File: src/verilog/bp_settings.svh
`ifndef BP_SETTINGS_SVH
`define BP_SETTINGS_SVH

// table geometry, index taken from next-pc bits 2 and up
`define BP_IDX_BITS  4

`define BP_ROB_BITS  5
`define BP_FL_BITS   5
`define BP_LSQ_BITS  3
`define BP_PC_BITS   64

`define BP_PHT_RESET 2'b01                 // weakly not taken
`define BP_BTB_RESET {`BP_PC_BITS{1'b0}}

// conditional branch opcodes
`define BP_OP_BLBC    6'h38
`define BP_OP_BEQ     6'h39
`define BP_OP_BLT     6'h3a
`define BP_OP_BLE     6'h3b
`define BP_OP_BLBS    6'h3c
`define BP_OP_BNE     6'h3d
`define BP_OP_BGE     6'h3e
`define BP_OP_BGT     6'h3f

// unconditional
`define BP_OP_BR      6'h30
`define BP_OP_BSR     6'h34
`define BP_OP_JSR_GRP 6'h1a

`endif

File: src/verilog/bp_pkg.sv
`include "bp_settings.svh"

package bp_pkg;

  typedef logic [`BP_ROB_BITS-1:0] rob_idx_t;
  typedef logic [`BP_FL_BITS-1:0]  fl_idx_t;
  typedef logic [`BP_LSQ_BITS-1:0] lsq_idx_t;
  typedef logic [`BP_PC_BITS-1:0]  pc_t;

  typedef enum logic [1:0] {
    br_none,
    br_cond,
    br_uncond
  } br_class_t;

  // what the core needs to unwind to
  typedef struct packed {
    rob_idx_t rob_idx;
    fl_idx_t  fl_idx;
    lsq_idx_t sq_idx;
    lsq_idx_t lq_idx;
    pc_t      restart_pc;
  } rollback_info_t;

  // one resolved branch from an execution unit
  typedef struct packed {
    logic     done;
    rob_idx_t rob_idx;
    fl_idx_t  fl_idx;
    lsq_idx_t sq_idx;
    lsq_idx_t lq_idx;
    pc_t      npc;           // pc + 4 of the branch
    pc_t      predicted_pc;
    pc_t      actual_pc;
    logic     taken;
  } branch_result_t;

  typedef struct packed {
    logic     violate;
    rob_idx_t rob_idx;
    fl_idx_t  fl_idx;
    lsq_idx_t sq_idx;
    lsq_idx_t lq_idx;
    pc_t      restart_pc;
  } load_violation_t;

endpackage

File: src/verilog/branch_decode.sv
`timescale 1ns/1ps
`include "bp_settings.svh"

module branch_decode import bp_pkg::*; (
  input  logic                 [31:0] inst0,
  input  logic                 [31:0] inst1,
  input  logic                 [1:0]  valid,
  input  logic                        squash,
  output br_class_t            [1:0]  br_class
);

  logic [1:0][31:0] inst;

  assign inst = {inst1, inst0};

  always_comb begin
    for (int i = 0; i < 2; i++) begin
      br_class[i] = br_none;
      if (valid[i] && !squash) begin
        case (inst[i][31:26]) // opcode field
          `BP_OP_BLBC, `BP_OP_BEQ, `BP_OP_BLT, `BP_OP_BLE,
          `BP_OP_BLBS, `BP_OP_BNE, `BP_OP_BGE, `BP_OP_BGT: begin
            br_class[i] = br_cond;
          end
          `BP_OP_BR, `BP_OP_BSR, `BP_OP_JSR_GRP: begin
            br_class[i] = br_uncond;
          end
          default: begin
            br_class[i] = br_none;
          end
        endcase
      end
    end
  end

endmodule

File: config.mk
export PLATFORM = sky130hd
export DESIGN_NAME = branch_decode
export DESIGN_NICKNAME = d
export VERILOG_FILES = /design/src/verilog/bp_pkg.sv /design/src/verilog/branch_decode.sv
export VERILOG_INCLUDE_DIRS = /design/src /design/src/verilog
export SDC_FILE = /design/constraint.sdc
export NUM_CORES = 1
export LEC_CHECK = 0
export ABC_AREA = 1
export BUFFER_PORTS_ARGS = -buffer_cell sky130_fd_sc_hd__buf_2
export CORE_AREA = 2 2 39 41
export DETAILED_ROUTE_END_ITERATION = 12
export DIE_AREA = 0 0 41 43
export MAX_ROUTING_LAYER = met4
export PLACE_DENSITY_LB_ADDON = 0.1
export SLEW_MARGIN = 5
export SYNTH_ARGS = -nofsm -noshare
export SYNTH_HDL_FRONTEND = slang
export SYNTH_SLANG_ARGS = --single-unit
File: constraint.sdc
create_clock -name vclk -period 0.8
set_input_delay 0.16 -clock vclk [all_inputs]
set_output_delay 0.16 -clock vclk [all_outputs]
set_load 0.01 [all_outputs]
==> metrics.md <==
| Metric | Value |
|---|---|
| Compound-cell area share of the yosys netlist | `0.134` |
| Fin. max-slew vios | `0` |
| Global Route Usage Sum | `0.0502` |
| Die area | `0.00176 sq mm` |
| DRC Markers | `0` |
| Critical path capture point type | `primary output` |
| # IOs | `71` |
| Dpl hpwl | `394 um` |
| Die width | `41 um` |
| PwrDens | `387 mW/mm^2` |
| Hold Violations, Final | `0` |
| Share of cells above drive strength 1 | `0.592` |
| First-pass GRT wire length | `648 um` |
| WS Path Type | `primary input to primary output` |
| Crit. Startpoint | `squash` |
| XOR/XNOR Fraction of Synth Area | `0` |
| Post-synth net total | `96` |
| Clkbuf count | `0` |
| Filler instances | `152` |
| Cell Int Power | `0.0000637 W` |
| Area Growth Syn to Fin | `141%` |
| Failing checks | `negative setup slack` |
| P_sw | `0.0000495 W` |
| Total congestion overflow | `0` |
| Pleak | `0.179 nW` |
| Clock period minus worst slack | `857 ps` |
| Initial antenna violation count | `0` |
| Worst min-delay path category | `primary input to primary output` |
| Port Buffer Count | `19` |
| Multiplexer share of the synthesized area | `0` |
| Pre-antenna DRT Iters | `1` |
| Post-CTS Hold Buffers | `0` |
| Worst-margin pin slew | `158 ps` |
| GP Congestion | `0.558` |
| Worst EP required | `640 ps` |
| Worst path most repeated cell | `nor2_1` |
| CP max FO | `2` |
| Place WS | `-107 ps` |
| FMAX | `1.17 GHz` |
| Die span in y | `43 um` |
| Sequential cell count | `0` |
| Syn Inst Count | `29` |
| Post-synth cell types | `7` |
| Part of the power in combinational logic | `1.000` |
| Post-DRT Antenna Nets | `0` |
| Final Cell Area | `293 sq um` |
| Cell Area, Placed | `244 sq um` |
| DR iter-0 viols | `0` |
| Antenna diodes | `0` |
| RSZ-0062 raised after global routing | `yes` |
| Post-CTS setup repair buffer count | `0` |
| Synth Area in Simple Gates | `0.649` |
| Slowest stage delay, CP | `130 ps` |
| Worst-path cell chain | `buf_6, inv_4, nand2_2, nor2_1, nand2_1, nor2_1, buf_2` |
| Core area | `0.00138 sq mm` |
| Initial Util | `0.0877` |
| # setup viols final | `3` |
| Max-cap violations | `0` |
| Worst hold path startpoint | `squash` |
| Routed WL per cell | `7.06 um` |
| DR vias/cell | `3.60` |
| Reg power frac | `0` |
| Setup ws final | `-56.7 ps` |
| Crit path arrival time | `700 ps` |
| Seq/Total Area, Yosys | `0` |
| Site Rows | `14` |
| Synthesized cell area | `121 sq um` |
| Main combinational cell family by area after synthesis | `simple AND/OR/NAND/NOR gates` |
| Final net count | `118` |
| Reg area | `0 sq um` |
| Clock network power share | `0` |
| Syn Area/Cell | `4.19 sq um` |
| Vias in the first global route | `196` |
| VDD IR max | `0.109 mV` |
| Largest net degree at the start of global routing | `4` |
| Synthesis warning total | `0` |
| Commonest non-fill, non-tap cell in the layout | `buf_2` |
| Status | `complete, but fails checks` |
| Worst slew margin | `0.894` |
| Tcrit/Tclk final | `1.07` |
| Slowest CP cell | `buf_2` |
| Routed WL | `459 um` |
| Most frequent cells in the layout | `buf_2, nor2_1, nand2_1, inv_1, buf_6` |
| Switching share of power | `0.437` |
| Worst setup SP type | `primary input` |
| Vias | `234` |
| Adder-Cell Fraction of Synth Area | `0` |
-- per-layer routing --
| metal | global-route usage | part of all wire | wire length [um] |
|---|---|---|---|
| met3 | 0 | 0.20 | 93 |
| met1 | 0.0601 | 0.36 | 165 |
| met4 | 0 | 0 | 0 |
| met2 | 0.0938 | 0.44 | 200 |
| met5 | - | 0 | 0 |
-- logic make-up (layout without fill, tap and decap cells) --
group	Yosys count	after routing
and+or+nand+nor	20	20
buffers and inverters	7	27
AOI/OAI and AO/OA	2	2
-- cell usage after synthesis --
| cell | number | area [sq um] |
|---|---|---|
| nand2_1 | 9 | 33.8 |
| a21oi_1 | 1 | 5.00 |
| o21bai_2 | 1 | 11.3 |
| inv_1 | 7 | 26.3 |
| nand3_1 | 2 | 10.0 |
| nor2_1 | 8 | 30.0 |
| nor3_1 | 1 | 5.00 |
-- power groups by stage --
stage	Clock, W	Combinational [W]	Sequential [W]
after floorplan	0	0.0000342	0
after global placement	0	0.0000893	0
after detailed placement	0	0.0000864	0
after CTS	0	0.000103	0
after global routing	0	0.000127	0
final	0	0.000113	0
-- final cells by class --
type	count	area, sq um	share of cell area
Inverter	7	28.8	0.0983
Timing Repair Buffer	20	129	0.440
Multi-Input combinational cell	22	115	0.393
Tap cell	16	20.0	0.0684
-- worst paths after layout --
check	endpoint	slack (ps)	cells past startpoint
worst max-delay path	br_class[3]	-60	7
worst min-delay path	br_class[2]	630	5
-- critical path, delay by kind of cell --
kind | cells | cell delay [ps]
buf+inv | 3 | 280
simple gates | 4 | 260
-- metrics by stage --
step           std cells  power (W)  utilization  hold WS [ps]  setup TNS (ps)
6_report              65   0.000113        0.212           634            -143
5_1_grt               65   0.000127        0.212           657            -328
4_1_cts               65   0.000103        0.197           627            -141
3_5_place_dp          65  0.0000864        0.176           641            -242
3_3_place_gp          65  0.0000893        0.176           650            -273
2_1_floorplan         29  0.0000342            -           422               0
-- repair_timing --
item	CTS	global route
gates resized for setup	10	5
setup endpoints to repair	3	4
pin swaps	6	7
Note: power is estimated with default switching activity, not from simulation.
