==> src/verilog/bp_settings.svh <==
`ifndef BP_SETTINGS_SVH
`define BP_SETTINGS_SVH

// table geometry, index taken from next-pc bits 2 and up
`define BP_IDX_BITS  4

`define BP_ROB_BITS  5
`define BP_FL_BITS   5
`define BP_LSQ_BITS  3
`define BP_PC_BITS   64

`define BP_PHT_RESET 2'b01                 // weakly not taken
`define BP_BTB_RESET {`BP_PC_BITS{1'b0}}

// conditional branch opcodes
`define BP_OP_BLBC    6'h38
`define BP_OP_BEQ     6'h39
`define BP_OP_BLT     6'h3a
`define BP_OP_BLE     6'h3b
`define BP_OP_BLBS    6'h3c
`define BP_OP_BNE     6'h3d
`define BP_OP_BGE     6'h3e
`define BP_OP_BGT     6'h3f

// unconditional
`define BP_OP_BR      6'h30
`define BP_OP_BSR     6'h34
`define BP_OP_JSR_GRP 6'h1a

`endif

==> src/verilog/table_update_if.sv <==
`timescale 1ns/1ps
`include "bp_settings.svh"

// one training write, shared by both prediction tables
interface table_update_if;

  logic                    valid;
  logic [`BP_IDX_BITS-1:0] idx;
  logic                    taken;
  logic [`BP_PC_BITS-1:0]  target;

  modport source (output valid, idx, taken, target);
  modport sink   (input  valid, idx, taken, target);

endinterface

==> src/verilog/target_buffer.sv <==
`timescale 1ns/1ps
`include "bp_settings.svh"

module target_buffer (
  input  logic                    clock,
  input  logic                    reset,
  input  logic [`BP_IDX_BITS-1:0] idx0,
  input  logic [`BP_IDX_BITS-1:0] idx1,
  table_update_if.sink            upd,
  output logic [`BP_PC_BITS-1:0]  target0,
  output logic [`BP_PC_BITS-1:0]  target1
);

  localparam int ENTRIES = 1 << `BP_IDX_BITS;

  logic [ENTRIES-1:0][`BP_PC_BITS-1:0] btb;
  logic [ENTRIES-1:0][`BP_PC_BITS-1:0] next_btb;

  // direct mapped, last writer wins
  always_comb begin
    next_btb = btb;
    if (upd.valid) begin
      next_btb[upd.idx] = upd.target;
    end
  end

  always_ff @(posedge clock) begin
    if (reset) begin
      btb <= {ENTRIES{`BP_BTB_RESET}};
    end else begin
      btb <= next_btb;
    end
  end

  assign target0 = next_btb[idx0];  // bypass
  assign target1 = next_btb[idx1];

endmodule

==> src/flat_wrapper.sv <==
// flat-port wrapper written by rule: the top's interface ports become plain ports
module target_buffer_flat 
  (clock, reset, idx0, idx1, target0, target1, upd_valid, upd_idx, upd_taken, upd_target);
  table_update_if upd_i ();
  input  logic clock;
  input  logic reset;
  input  logic [`BP_IDX_BITS-1:0] idx0;
  input  logic [`BP_IDX_BITS-1:0] idx1;
  output logic [`BP_PC_BITS-1:0] target0;
  output logic [`BP_PC_BITS-1:0] target1;
  input wire logic [$bits(upd_i.valid)-1:0] upd_valid;
  input wire logic [$bits(upd_i.idx)-1:0] upd_idx;
  input wire logic [$bits(upd_i.taken)-1:0] upd_taken;
  input wire logic [$bits(upd_i.target)-1:0] upd_target;
  assign upd_i.valid = upd_valid;
  assign upd_i.idx = upd_idx;
  assign upd_i.taken = upd_taken;
  assign upd_i.target = upd_target;
  target_buffer u_core (.clock(clock), .reset(reset), .idx0(idx0), .idx1(idx1), .upd(upd_i), .target0(target0), .target1(target1));
endmodule
==> config.mk <==
export PLATFORM = sky130hd
export DESIGN_NAME = target_buffer_flat
export DESIGN_NICKNAME = d
export VERILOG_FILES = /design/src/verilog/table_update_if.sv /design/src/verilog/target_buffer.sv /design/src/flat_wrapper.sv
export VERILOG_INCLUDE_DIRS = /design/src /design/src/verilog
export SDC_FILE = /design/constraint.sdc
export NUM_CORES = 2
export LEC_CHECK = 0
export ABC_AREA = 1
export BUFFER_PORTS_ARGS = -buffer_cell sky130_fd_sc_hd__buf_2
export CORE_MARGIN = 2
export CORE_UTILIZATION = 25
export DETAILED_ROUTE_END_ITERATION = 8
export PLACE_DENSITY = 0.45
export SLEW_MARGIN = 20
export SYNTH_ARGS = -nofsm -noshare
export SYNTH_HDL_FRONTEND = slang
export SYNTH_SLANG_ARGS = --single-unit
==> constraint.sdc <==
create_clock -name clock -period 1.7 [get_ports clock]
set_input_delay 0.17 -clock clock [delete_from_list [all_inputs] [get_ports clock]]
set_output_delay 0.17 -clock clock [all_outputs]
set_load 0.01 [all_outputs]
==> impl_metrics.ini <==
[yosys]
yosysTopAreaCell = dfxtp_1
synthTopCellsByCount = nand3_1, nand2_1, a21oi_1, dfxtp_1, clkbuf_1
synth_top_cell_area_share = 0.355
yosysWarnings = 0
synth_top_family_by_area = simple AND/OR/NAND/NOR gates
synth.cell_area_mm2 = 0.0578
synth_area_leaders = dfxtp_1, nand3_1, nand2_1
synth_ff_type = dfxtp_1
synth-async-reset-ratio = 0
synthSimpleGateAreaFrac = 0.492
avgSynthCellArea_um2 = 6.38
syn_inst = 9060
synthXorXnorAreaFrac = 0
ys_seq_elements = 1024
yosysUniqueCellTypes = 14
synth_edf_count = 0
syn-num-nets = 9140
synthAdderAreaFrac = 0
yosysMostFrequentCell = nand3_1
synth-compound-area-share = 0.0887
synthMuxAreaShare = 0
synth_seq_area_share = 0.355

[floorplan]
initial_utilization = 0.251
row_count = 176
io_pins = 208
die-height_um = 485
dieArea_mm2 = 0.235
fp.dieW_um = 485
core-area_mm2 = 0.230

[route]
dr.pass1.iters = 7
drt-wirelength-per-cell_um = 25.2
drcViolationCount = 0
drt-initial-drc-count = 10269
ant_nets = 0
viasPerCell = 5.73
wl_um = 369000
vias = 83999

[layout]
n_fill_cell = 22837
reg_top3 = u_core.btb x1024
area_growth_pct = 74.9
top_register = u_core.btb
instances_no_fill = 14647
layout-drive-gt1-share = 0.291
nNetsFinal = 11581
stdcell_area_mm2 = 0.101
largest_reg_flops = 1024

[timing]
rsz0062_at_grt = yes
period_share = 1.31
min_period_ns = 2.23
fmax_mhz = 449
setup-violations-final = 128
worst_slew_pin_slew_ns = 0.684
drv_slew = 0
hold_viol_final = 0
finalClockSkew_ns = 0
setup-tns-final_ns = -58.27
max-slew-margin-rel = 0.544
finalWorstSetupSlack_ns = -0.528

[worst_setup_path]
arrival_ns = 2.06
setup.worst_path.end_class = primary output
crit_end = target0[46]
r2r_setup_slack_ns = 0.56
critPathKind = input pin to primary output
crit_start = upd_valid
cp-start-kind = input pin
r2r_cells = 3
critical_path.max_fanout = 8
r2r-end = u_core.btb[324]$_SDFF_PP0_
required_ns = 1.53
reg2reg_from = u_core.btb[324]$_SDFF_PP0_

[power]
power_density_mw_per_mm2 = 686
leakage_uw = 0.0397
vdd_drop_max_mv = 0.681
fin_total_pwr_uw = 69300

[grt]
grt_max_degree = 112
grt_pass1_vias = 80326
track_usage = 0.297
globalRouteOverflowTotal = 0
antenna_found_initial = 21
grt_pass1_wl_um = 531000

[clock_network]
cts_buffer_depth = 3
cts_made_buffers = 135
clkTransAtPathRegs_ns = 0.05
worstSkewPairLatency_ns = 0.80
htreeDepth = 4
clockRootBuffer = clkbuf_16
cts_tree = built
clock-sinks = 1024

[placement]
gp_congestion = 0.890
dp_hpwl_um = 218000
dp_cells = 13221
place_ws_ns = -0.727
postPlaceCellArea_mm2 = 0.0786
io_buffers = 206

[flow_run]
drv_cap = 0

[outcome]
violations = negative setup slack
status = finished with violations

[hold_path]
hp-class = input pin to register
layout by cell type (no fill, tap or decap), types with 11 or more instances in the layout:
| cell | count |
|---|---|
| nand2_4 | 100 |
| buf_8 | 21 |
| dfxtp_1 | 1023 |
| buf_16 | 50 |
| clkinv_2 | 20 |
| nand3_2 | 455 |
| buf_6 | 129 |
| clkbuf_8 | 30 |
| clkbuf_16 | 151 |
| nand4_1 | 235 |
| bufbuf_16 | 11 |
| buf_2 | 119 |
| dlygate4sd3_1 | 959 |
| a21oi_1 | 1024 |
| nand3_1 | 3570 |
| nand2_2 | 275 |
| nor2_4 | 15 |
| nand2_1 | 1379 |
| nand3_4 | 20 |
| buf_12 | 473 |
| buf_4 | 1471 |
| diode_2 | 13 |
| clkbuf_1 | 36 |
critical path, cell delays in order:
cell,delay [ns]
buf_8,0.09
buf_4,0.12
nand3_1,0.09
buf_6,0.15
nor2_4,0.11
buf_6,0.12
buf_12,0.18
buf_12,0.13
buf_12,0.11
nand2_2,0.07
nand3_1,0.08
nand3_1,0.09
nand3_1,0.12
nand3_1,0.12
nand2_2,0.14
buf_2,0.14
worst min-delay path by stage:
stage,end,from,depth (start not counted)
floorplan,u_core.btb[512]$_SDFF_PP0_,upd_idx[2],3
CTS,u_core.btb[872]$_SDFF_PP0_,upd_target[40],5
global placement,u_core.btb[438]$_SDFF_PP0_,u_core.btb[438]$_SDFF_PP0_,2
finish,u_core.btb[174]$_SDFF_PP0_,upd_target[46],5
global route,u_core.btb[874]$_SDFF_PP0_,upd_target[42],4
detailed placement,u_core.btb[627]$_SDFF_PP0_,u_core.btb[627]$_SDFF_PP0_,2
report_power, final:
group	internal (µW)	leakage (µW)	switching [µW]
logic	5820	0.0292	8980
clock network	17400	0.00220	12700
registers	24300	0.00827	90.3
cells by family (layout without fill, tap and decap cells):
| logic type | after synthesis | count (layout) |
|---|---|---|
| compound gates | 1024 | 1024 |
| simple gates | 6054 | 6054 |
| other cells | 0 | 13 |
| buf+inv | 958 | 3506 |
| flops | 1024 | 1024 |
layer usage:
| metal | part of all wire | wire length [µm] | global-route usage |
|---|---|---|---|
| met1 | 0.40 | 146000 | 0.380 |
| met2 | 0.43 | 160000 | 0.455 |
| met3 | 0.11 | 39300 | 0.0669 |
| met4 | 0.063 | 23300 | 0.177 |
| met5 | 0.00016 | 60 | 0 |
stage by stage:
stage          hold WS, ns  utilization
5_1_grt             0.0160        0.440
6_report            0.0339        0.440
4_1_cts           0.000356        0.426
2_1_floorplan        0.449            -
3_5_place_dp         0.483        0.342
3_3_place_gp         0.474        0.342
layout make-up:
| type | count | area [µm²] | share of cell area |
|---|---|---|---|
| Multi-Input combinational cell | 7078 | 37600 | 0.372 |
| Inverter | 18 | 161 | 0.00160 |
| Clock inverter | 38 | 404 | 0.00400 |
| Timing Repair Buffer | 3244 | 34500 | 0.341 |
| Sequential cell | 1024 | 20500 | 0.203 |
| Clock buffer | 206 | 4070 | 0.0403 |
| Tap cell | 3026 | 3790 | 0.0375 |
| Antenna cell | 13 | 32.5 | 0.000322 |
repair_timing:
item | CTS | global route
cloned | 46 | 10
pin swaps | 135 | 216
hold buffers | 959 | 0
setup endpoints to repair | 128 | 128
hold endpoints to repair | 959 | 0
resized for setup | 623 | 618
buffers inserted | 119 | 49
No activity file was read; power rests on OpenSTA's default activity.
