File: src/verilog/bp_settings.svh
`ifndef BP_SETTINGS_SVH
`define BP_SETTINGS_SVH

// table geometry, index taken from next-pc bits 2 and up
`define BP_IDX_BITS  4

`define BP_ROB_BITS  5
`define BP_FL_BITS   5
`define BP_LSQ_BITS  3
`define BP_PC_BITS   64

`define BP_PHT_RESET 2'b01                 // weakly not taken
`define BP_BTB_RESET {`BP_PC_BITS{1'b0}}

// conditional branch opcodes
`define BP_OP_BLBC    6'h38
`define BP_OP_BEQ     6'h39
`define BP_OP_BLT     6'h3a
`define BP_OP_BLE     6'h3b
`define BP_OP_BLBS    6'h3c
`define BP_OP_BNE     6'h3d
`define BP_OP_BGE     6'h3e
`define BP_OP_BGT     6'h3f

// unconditional
`define BP_OP_BR      6'h30
`define BP_OP_BSR     6'h34
`define BP_OP_JSR_GRP 6'h1a

`endif

File: src/verilog/table_update_if.sv
`timescale 1ns/1ps
`include "bp_settings.svh"

// one training write, shared by both prediction tables
interface table_update_if;

  logic                    valid;
  logic [`BP_IDX_BITS-1:0] idx;
  logic                    taken;
  logic [`BP_PC_BITS-1:0]  target;

  modport source (output valid, idx, taken, target);
  modport sink   (input  valid, idx, taken, target);

endinterface

File: src/verilog/pattern_history_table.sv
`timescale 1ns/1ps
`include "bp_settings.svh"

module pattern_history_table (
  input  logic                    clock,
  input  logic                    reset,
  input  logic [`BP_IDX_BITS-1:0] idx0,
  input  logic [`BP_IDX_BITS-1:0] idx1,
  table_update_if.sink            upd,
  output logic [1:0]              predict_taken
);

  localparam int ENTRIES = 1 << `BP_IDX_BITS;

  logic [ENTRIES-1:0][1:0] pht;
  logic [ENTRIES-1:0][1:0] next_pht;
  logic [1:0]              cur_count;

  assign cur_count = pht[upd.idx];

  // saturating 2-bit counter step
  always_comb begin
    next_pht = pht;
    if (upd.valid) begin
      if (upd.taken && cur_count != 2'b11) begin
        next_pht[upd.idx] = cur_count + 2'd1;
      end else if (!upd.taken && cur_count != 2'b00) begin
        next_pht[upd.idx] = cur_count - 2'd1;
      end
    end
  end

  always_ff @(posedge clock) begin
    if (reset) begin
      pht <= {ENTRIES{`BP_PHT_RESET}};
    end else begin
      pht <= next_pht;
    end
  end

  // lookups see the pending write
  assign predict_taken[0] = next_pht[idx0][1];
  assign predict_taken[1] = next_pht[idx1][1];

  // training index comes from the arbiter, must be clean when used
  a_upd_idx_known: assert property (
    @(posedge clock) disable iff (reset)
    upd.valid |-> !$isunknown(upd.idx)
  ) else $error("pht update index unknown while valid");

endmodule

File: src/flat_wrapper.sv
// flat-port wrapper written by rule: the top's interface ports become plain ports
module pattern_history_table_flat 
  (clock, reset, idx0, idx1, predict_taken, upd_valid, upd_idx, upd_taken, upd_target);
  table_update_if upd_i ();
  input  logic clock;
  input  logic reset;
  input  logic [`BP_IDX_BITS-1:0] idx0;
  input  logic [`BP_IDX_BITS-1:0] idx1;
  output logic [1:0] predict_taken;
  input wire logic [$bits(upd_i.valid)-1:0] upd_valid;
  input wire logic [$bits(upd_i.idx)-1:0] upd_idx;
  input wire logic [$bits(upd_i.taken)-1:0] upd_taken;
  input wire logic [$bits(upd_i.target)-1:0] upd_target;
  assign upd_i.valid = upd_valid;
  assign upd_i.idx = upd_idx;
  assign upd_i.taken = upd_taken;
  assign upd_i.target = upd_target;
  pattern_history_table u_core (.clock(clock), .reset(reset), .idx0(idx0), .idx1(idx1), .upd(upd_i), .predict_taken(predict_taken));
endmodule
File: config.mk
export PLATFORM = sky130hd
export DESIGN_NAME = pattern_history_table_flat
export DESIGN_NICKNAME = d
export VERILOG_FILES = /design/src/verilog/table_update_if.sv /design/src/verilog/pattern_history_table.sv /design/src/flat_wrapper.sv
export VERILOG_INCLUDE_DIRS = /design/src /design/src/verilog
export SDC_FILE = /design/constraint.sdc
export NUM_CORES = 1
export LEC_CHECK = 0
export BUFFER_PORTS_ARGS = -buffer_cell sky130_fd_sc_hd__buf_2
export CAP_MARGIN = 20
export CORE_ASPECT_RATIO = 2
export CORE_UTILIZATION = 46
export CTS_BUF_LIST = sky130_fd_sc_hd__clkbuf_4
export CTS_CLUSTER_DIAMETER = 120
export DETAILED_ROUTE_END_ITERATION = 10
export HOLD_SLACK_MARGIN = 0.1
export MAX_ROUTING_LAYER = met4
export PLACE_DENSITY = 0.79
export SYNTH_ARGS = -nofsm -noshare
export SYNTH_HDL_FRONTEND = slang
export SYNTH_SLANG_ARGS = --single-unit
File: constraint.sdc
create_clock -name clock -period 4.3 [get_ports clock]
set_input_delay 0.645 -clock clock [delete_from_list [all_inputs] [get_ports clock]]
set_output_delay 0.645 -clock clock [all_outputs]
set_load 0.05 [all_outputs]
==> flow_summary.json <==
{
  "nFillCells": 373,
  "biggest_fanout_along_the_worst_timing_path": 8,
  "place.port_buffers": 17,
  "critical_path_data_required_time_ns": 3.65,
  "grt_max_degree": 33,
  "fmax_mhz": 227,
  "wl_per_cell_um": 18.9,
  "numCtsBuffers": 5,
  "fin_nets": 353,
  "final-setup-viol-count": 2,
  "post_synth_xor_area_fraction_pct": 0,
  "rsz0062_at_grt": "yes",
  "p_total_mw": 0.707,
  "critPathLaunch": "upd_idx[0]",
  "dp_hpwl_mm": 4.40,
  "routedLengthMet1_mm": 2.25,
  "worst_clock_skew_ns": 0.0165,
  "timing.slew.headroom_pct": 41.1,
  "synth-adder-area-share_pct": 1.16,
  "layout_setup_ws_ns": -0.115,
  "met2_length_mm": 3.32,
  "num_vias": 2088,
  "min-delay-path-class": "reg2reg",
  "most_common_library_cell_in_the_layout_ignoring_fill_and_taps": "sky130_fd_sc_hd__dfxtp_1",
  "clk_pin_slew_ns": 0.10,
  "synth_top_family_by_area": "compound AO/OA/AOI/OAI gates",
  "clockRootBuffer": "sky130_fd_sc_hd__clkbuf_4",
  "top_signal_layer_used": "met4",
  "slew_violations": 0,
  "max_rail_drop_vdd_v": 0.000176,
  "worst_ep_arrival_time_ns": 3.77,
  "clock_latency_ns": 0.36,
  "initial_standard_cell_utilization_of_the_core_pct": 48.6,
  "grtUsageTotal_pct": 27.3,
  "remaining_drc_errors": 0,
  "violations": "negative setup slack",
  "yosysSeqAreaShare_pct": 29.8,
  "antenna_violating_nets_post_route": 0,
  "routed-wl-met3_um": 238,
  "fp.dieH_um": 98.7,
  "post_layout_nonfiller_instances": 326,
  "timing_worst_setup_path_type": "in2out",
  "synth_compound_area_share_pct": 24.9,
  "synth_simple_gate_area_share_pct": 23.2,
  "design.die.area_um2": 4970,
  "first_pass_grt_wire_length_mm": 9.86,
  "whs_ns": 0.473,
  "cts.path.max_buffers": 2,
  "maxCapViolations": 0,
  "synth_nets": 319,
  "viasPerCell": 6.40,
  "synth-edff-count": 0,
  "mostFrequentLayoutCells": "32 x sky130_fd_sc_hd__dfxtp_1, 31 x sky130_fd_sc_hd__nor2_1, 27 x sky130_fd_sc_hd__buf_4, 18 x sky130_fd_sc_hd__nand2_1, 16 x sky130_fd_sc_hd__a211o_1",
  "design_area_um2": 2810,
  "hold_viol": 0,
  "asyncSetResetFlopFracSynth_pct": 0,
  "finish.utilization_pct": 63.5,
  "clock_tree_from_tritoncts": "yes",
  "synth_flop_cell": "sky130_fd_sc_hd__dfxtp_1",
  "synth.cell_area_um2": 2150,
  "antenna_found_initial": 0,
  "floorplan.core_area_um2": 4420,
  "synth.mux.area_fraction_pct": 14.1,
  "timing.setup.tns_ns": -0.226,
  "netlist_instances": 237,
  "number_of_drc_markers_after_the_initial_detailed_route_iteration": 97,
  "tritoncts_num_sinks": 32,
  "layout-drive-gt1-share_pct": 38.6,
  "pre_cts_ws_ns": -0.536,
  "antenna_cells": 0,
  "rows": 34,
  "fin_crit_sh_pct": 103,
  "status": "finished with violations",
  "yosysWarningCount": 0,
  "min_period_ns": 4.41,
  "wl_mm": 6.16,
  "ys_seq_elements": 32,
  "transition_time_of_the_tightest_slew_check_pin_ns": 0.883,
  "placed_cells": 312,
  "detail_route.first_pass.iterations": 5,
  "netlist-cell-type-count": 52,
  "power_density_relative_to_cell_area_nw_per_um2": 252,
  "dpl-instance-area_um2": 2450,
  "cts-htree-levels": 2,
  "setup.worst_path.start_class": "input port",
  "globalplace.congestion": 0.961,
  "area_growth_syn_to_layout_pct": 30.8,
  "overall_die_width_um": 50.3,
  "boundaryPins": 82,
  "end_kind": "output port",
  "synth_area_per_cell_um2": 9.07,
  "leakagePower_nw": 0.988,
  "grt_overflow": 0,
  "grt_pass1_vias": 2093
}
[logic make-up (layout without fill, tap and decap cells)]
family,count (synthesis),count (layout)
AND/OR/NAND/NOR,96,96
AO/OA/AOI/OAI,65,65
flip-flops,32,32
buffers and inverters,27,62
multiplexers,15,15
adder cells (fa/ha/maj),2,2
[layer usage]
layer | track usage (%) | vias up
met3 | 4.01 | 26
met1 | 27.9 | 1012
met2 | 46.7 | 73
met4 | 18.2 | 0
li1 | - | 977
met5 | - | -
[path summary, 6_finish.rpt]
check	depth (start not counted)	endpoint	slack [ns]
setup reg to reg	10	register	1.19
hold / removal	1	register	0.47
hold reg to reg	1	register	0.47
setup / recovery	12	predict_taken[0]	-0.11
[cell usage after synthesis, drive strengths merged (5+ instances only)]
master | number | area share, %
inv | 6 | 1.0
nor3 | 7 | 1.9
a211oi | 5 | 2.0
a311oi | 10 | 4.1
a211o | 16 | 6.5
a31oi | 15 | 4.4
mux4 | 11 | 12
buf | 12 | 4.2
clkbuf | 9 | 1.6
nand2 | 19 | 3.3
dfxtp | 32 | 30
nor2 | 32 | 5.6
nor2b | 9 | 2.6
[power by group]
| part | switching, mW | internal, mW |
|---|---|---|
| clock | 0.114 | 0.121 |
| combinational | 0.0939 | 0.0705 |
| sequential | 0.00452 | 0.303 |
[worst max-delay path: stages]
cell	delay, ns
sky130_fd_sc_hd__buf_12	0.10
sky130_fd_sc_hd__mux4_2	0.50
sky130_fd_sc_hd__mux4_2	0.57
sky130_fd_sc_hd__inv_4	0.09
sky130_fd_sc_hd__ha_4	0.19
sky130_fd_sc_hd__or3b_4	0.42
sky130_fd_sc_hd__nand2_2	0.17
sky130_fd_sc_hd__a31oi_1	0.15
sky130_fd_sc_hd__mux4_2	0.50
sky130_fd_sc_hd__nor2_1	0.18
sky130_fd_sc_hd__nor4_4	0.07
sky130_fd_sc_hd__buf_6	0.16
[timing repair]
action,CTS,global route
buffers inserted,0,5
pin swaps,10,14
gates resized for setup,20,20
hold buffers,0,0
cloned,1,0
endpoints found under the hold margin,0,0
endpoints found under the setup margin,2,2
[area by class of cell]
| type | count | area [um2] | area share (%) |
|---|---|---|---|
| multi-input combinational | 178 | 1590 | 56.7 |
| sequential | 32 | 641 | 22.8 |
| clock inverter | 3 | 42.5 | 1.51 |
| clock buffer | 5 | 37.5 | 1.34 |
| tap | 54 | 67.6 | 2.40 |
| inverter | 6 | 25.0 | 0.890 |
| timing repair buffer | 48 | 404 | 14.4 |
Note: power is estimated with default switching activity, not from simulation.
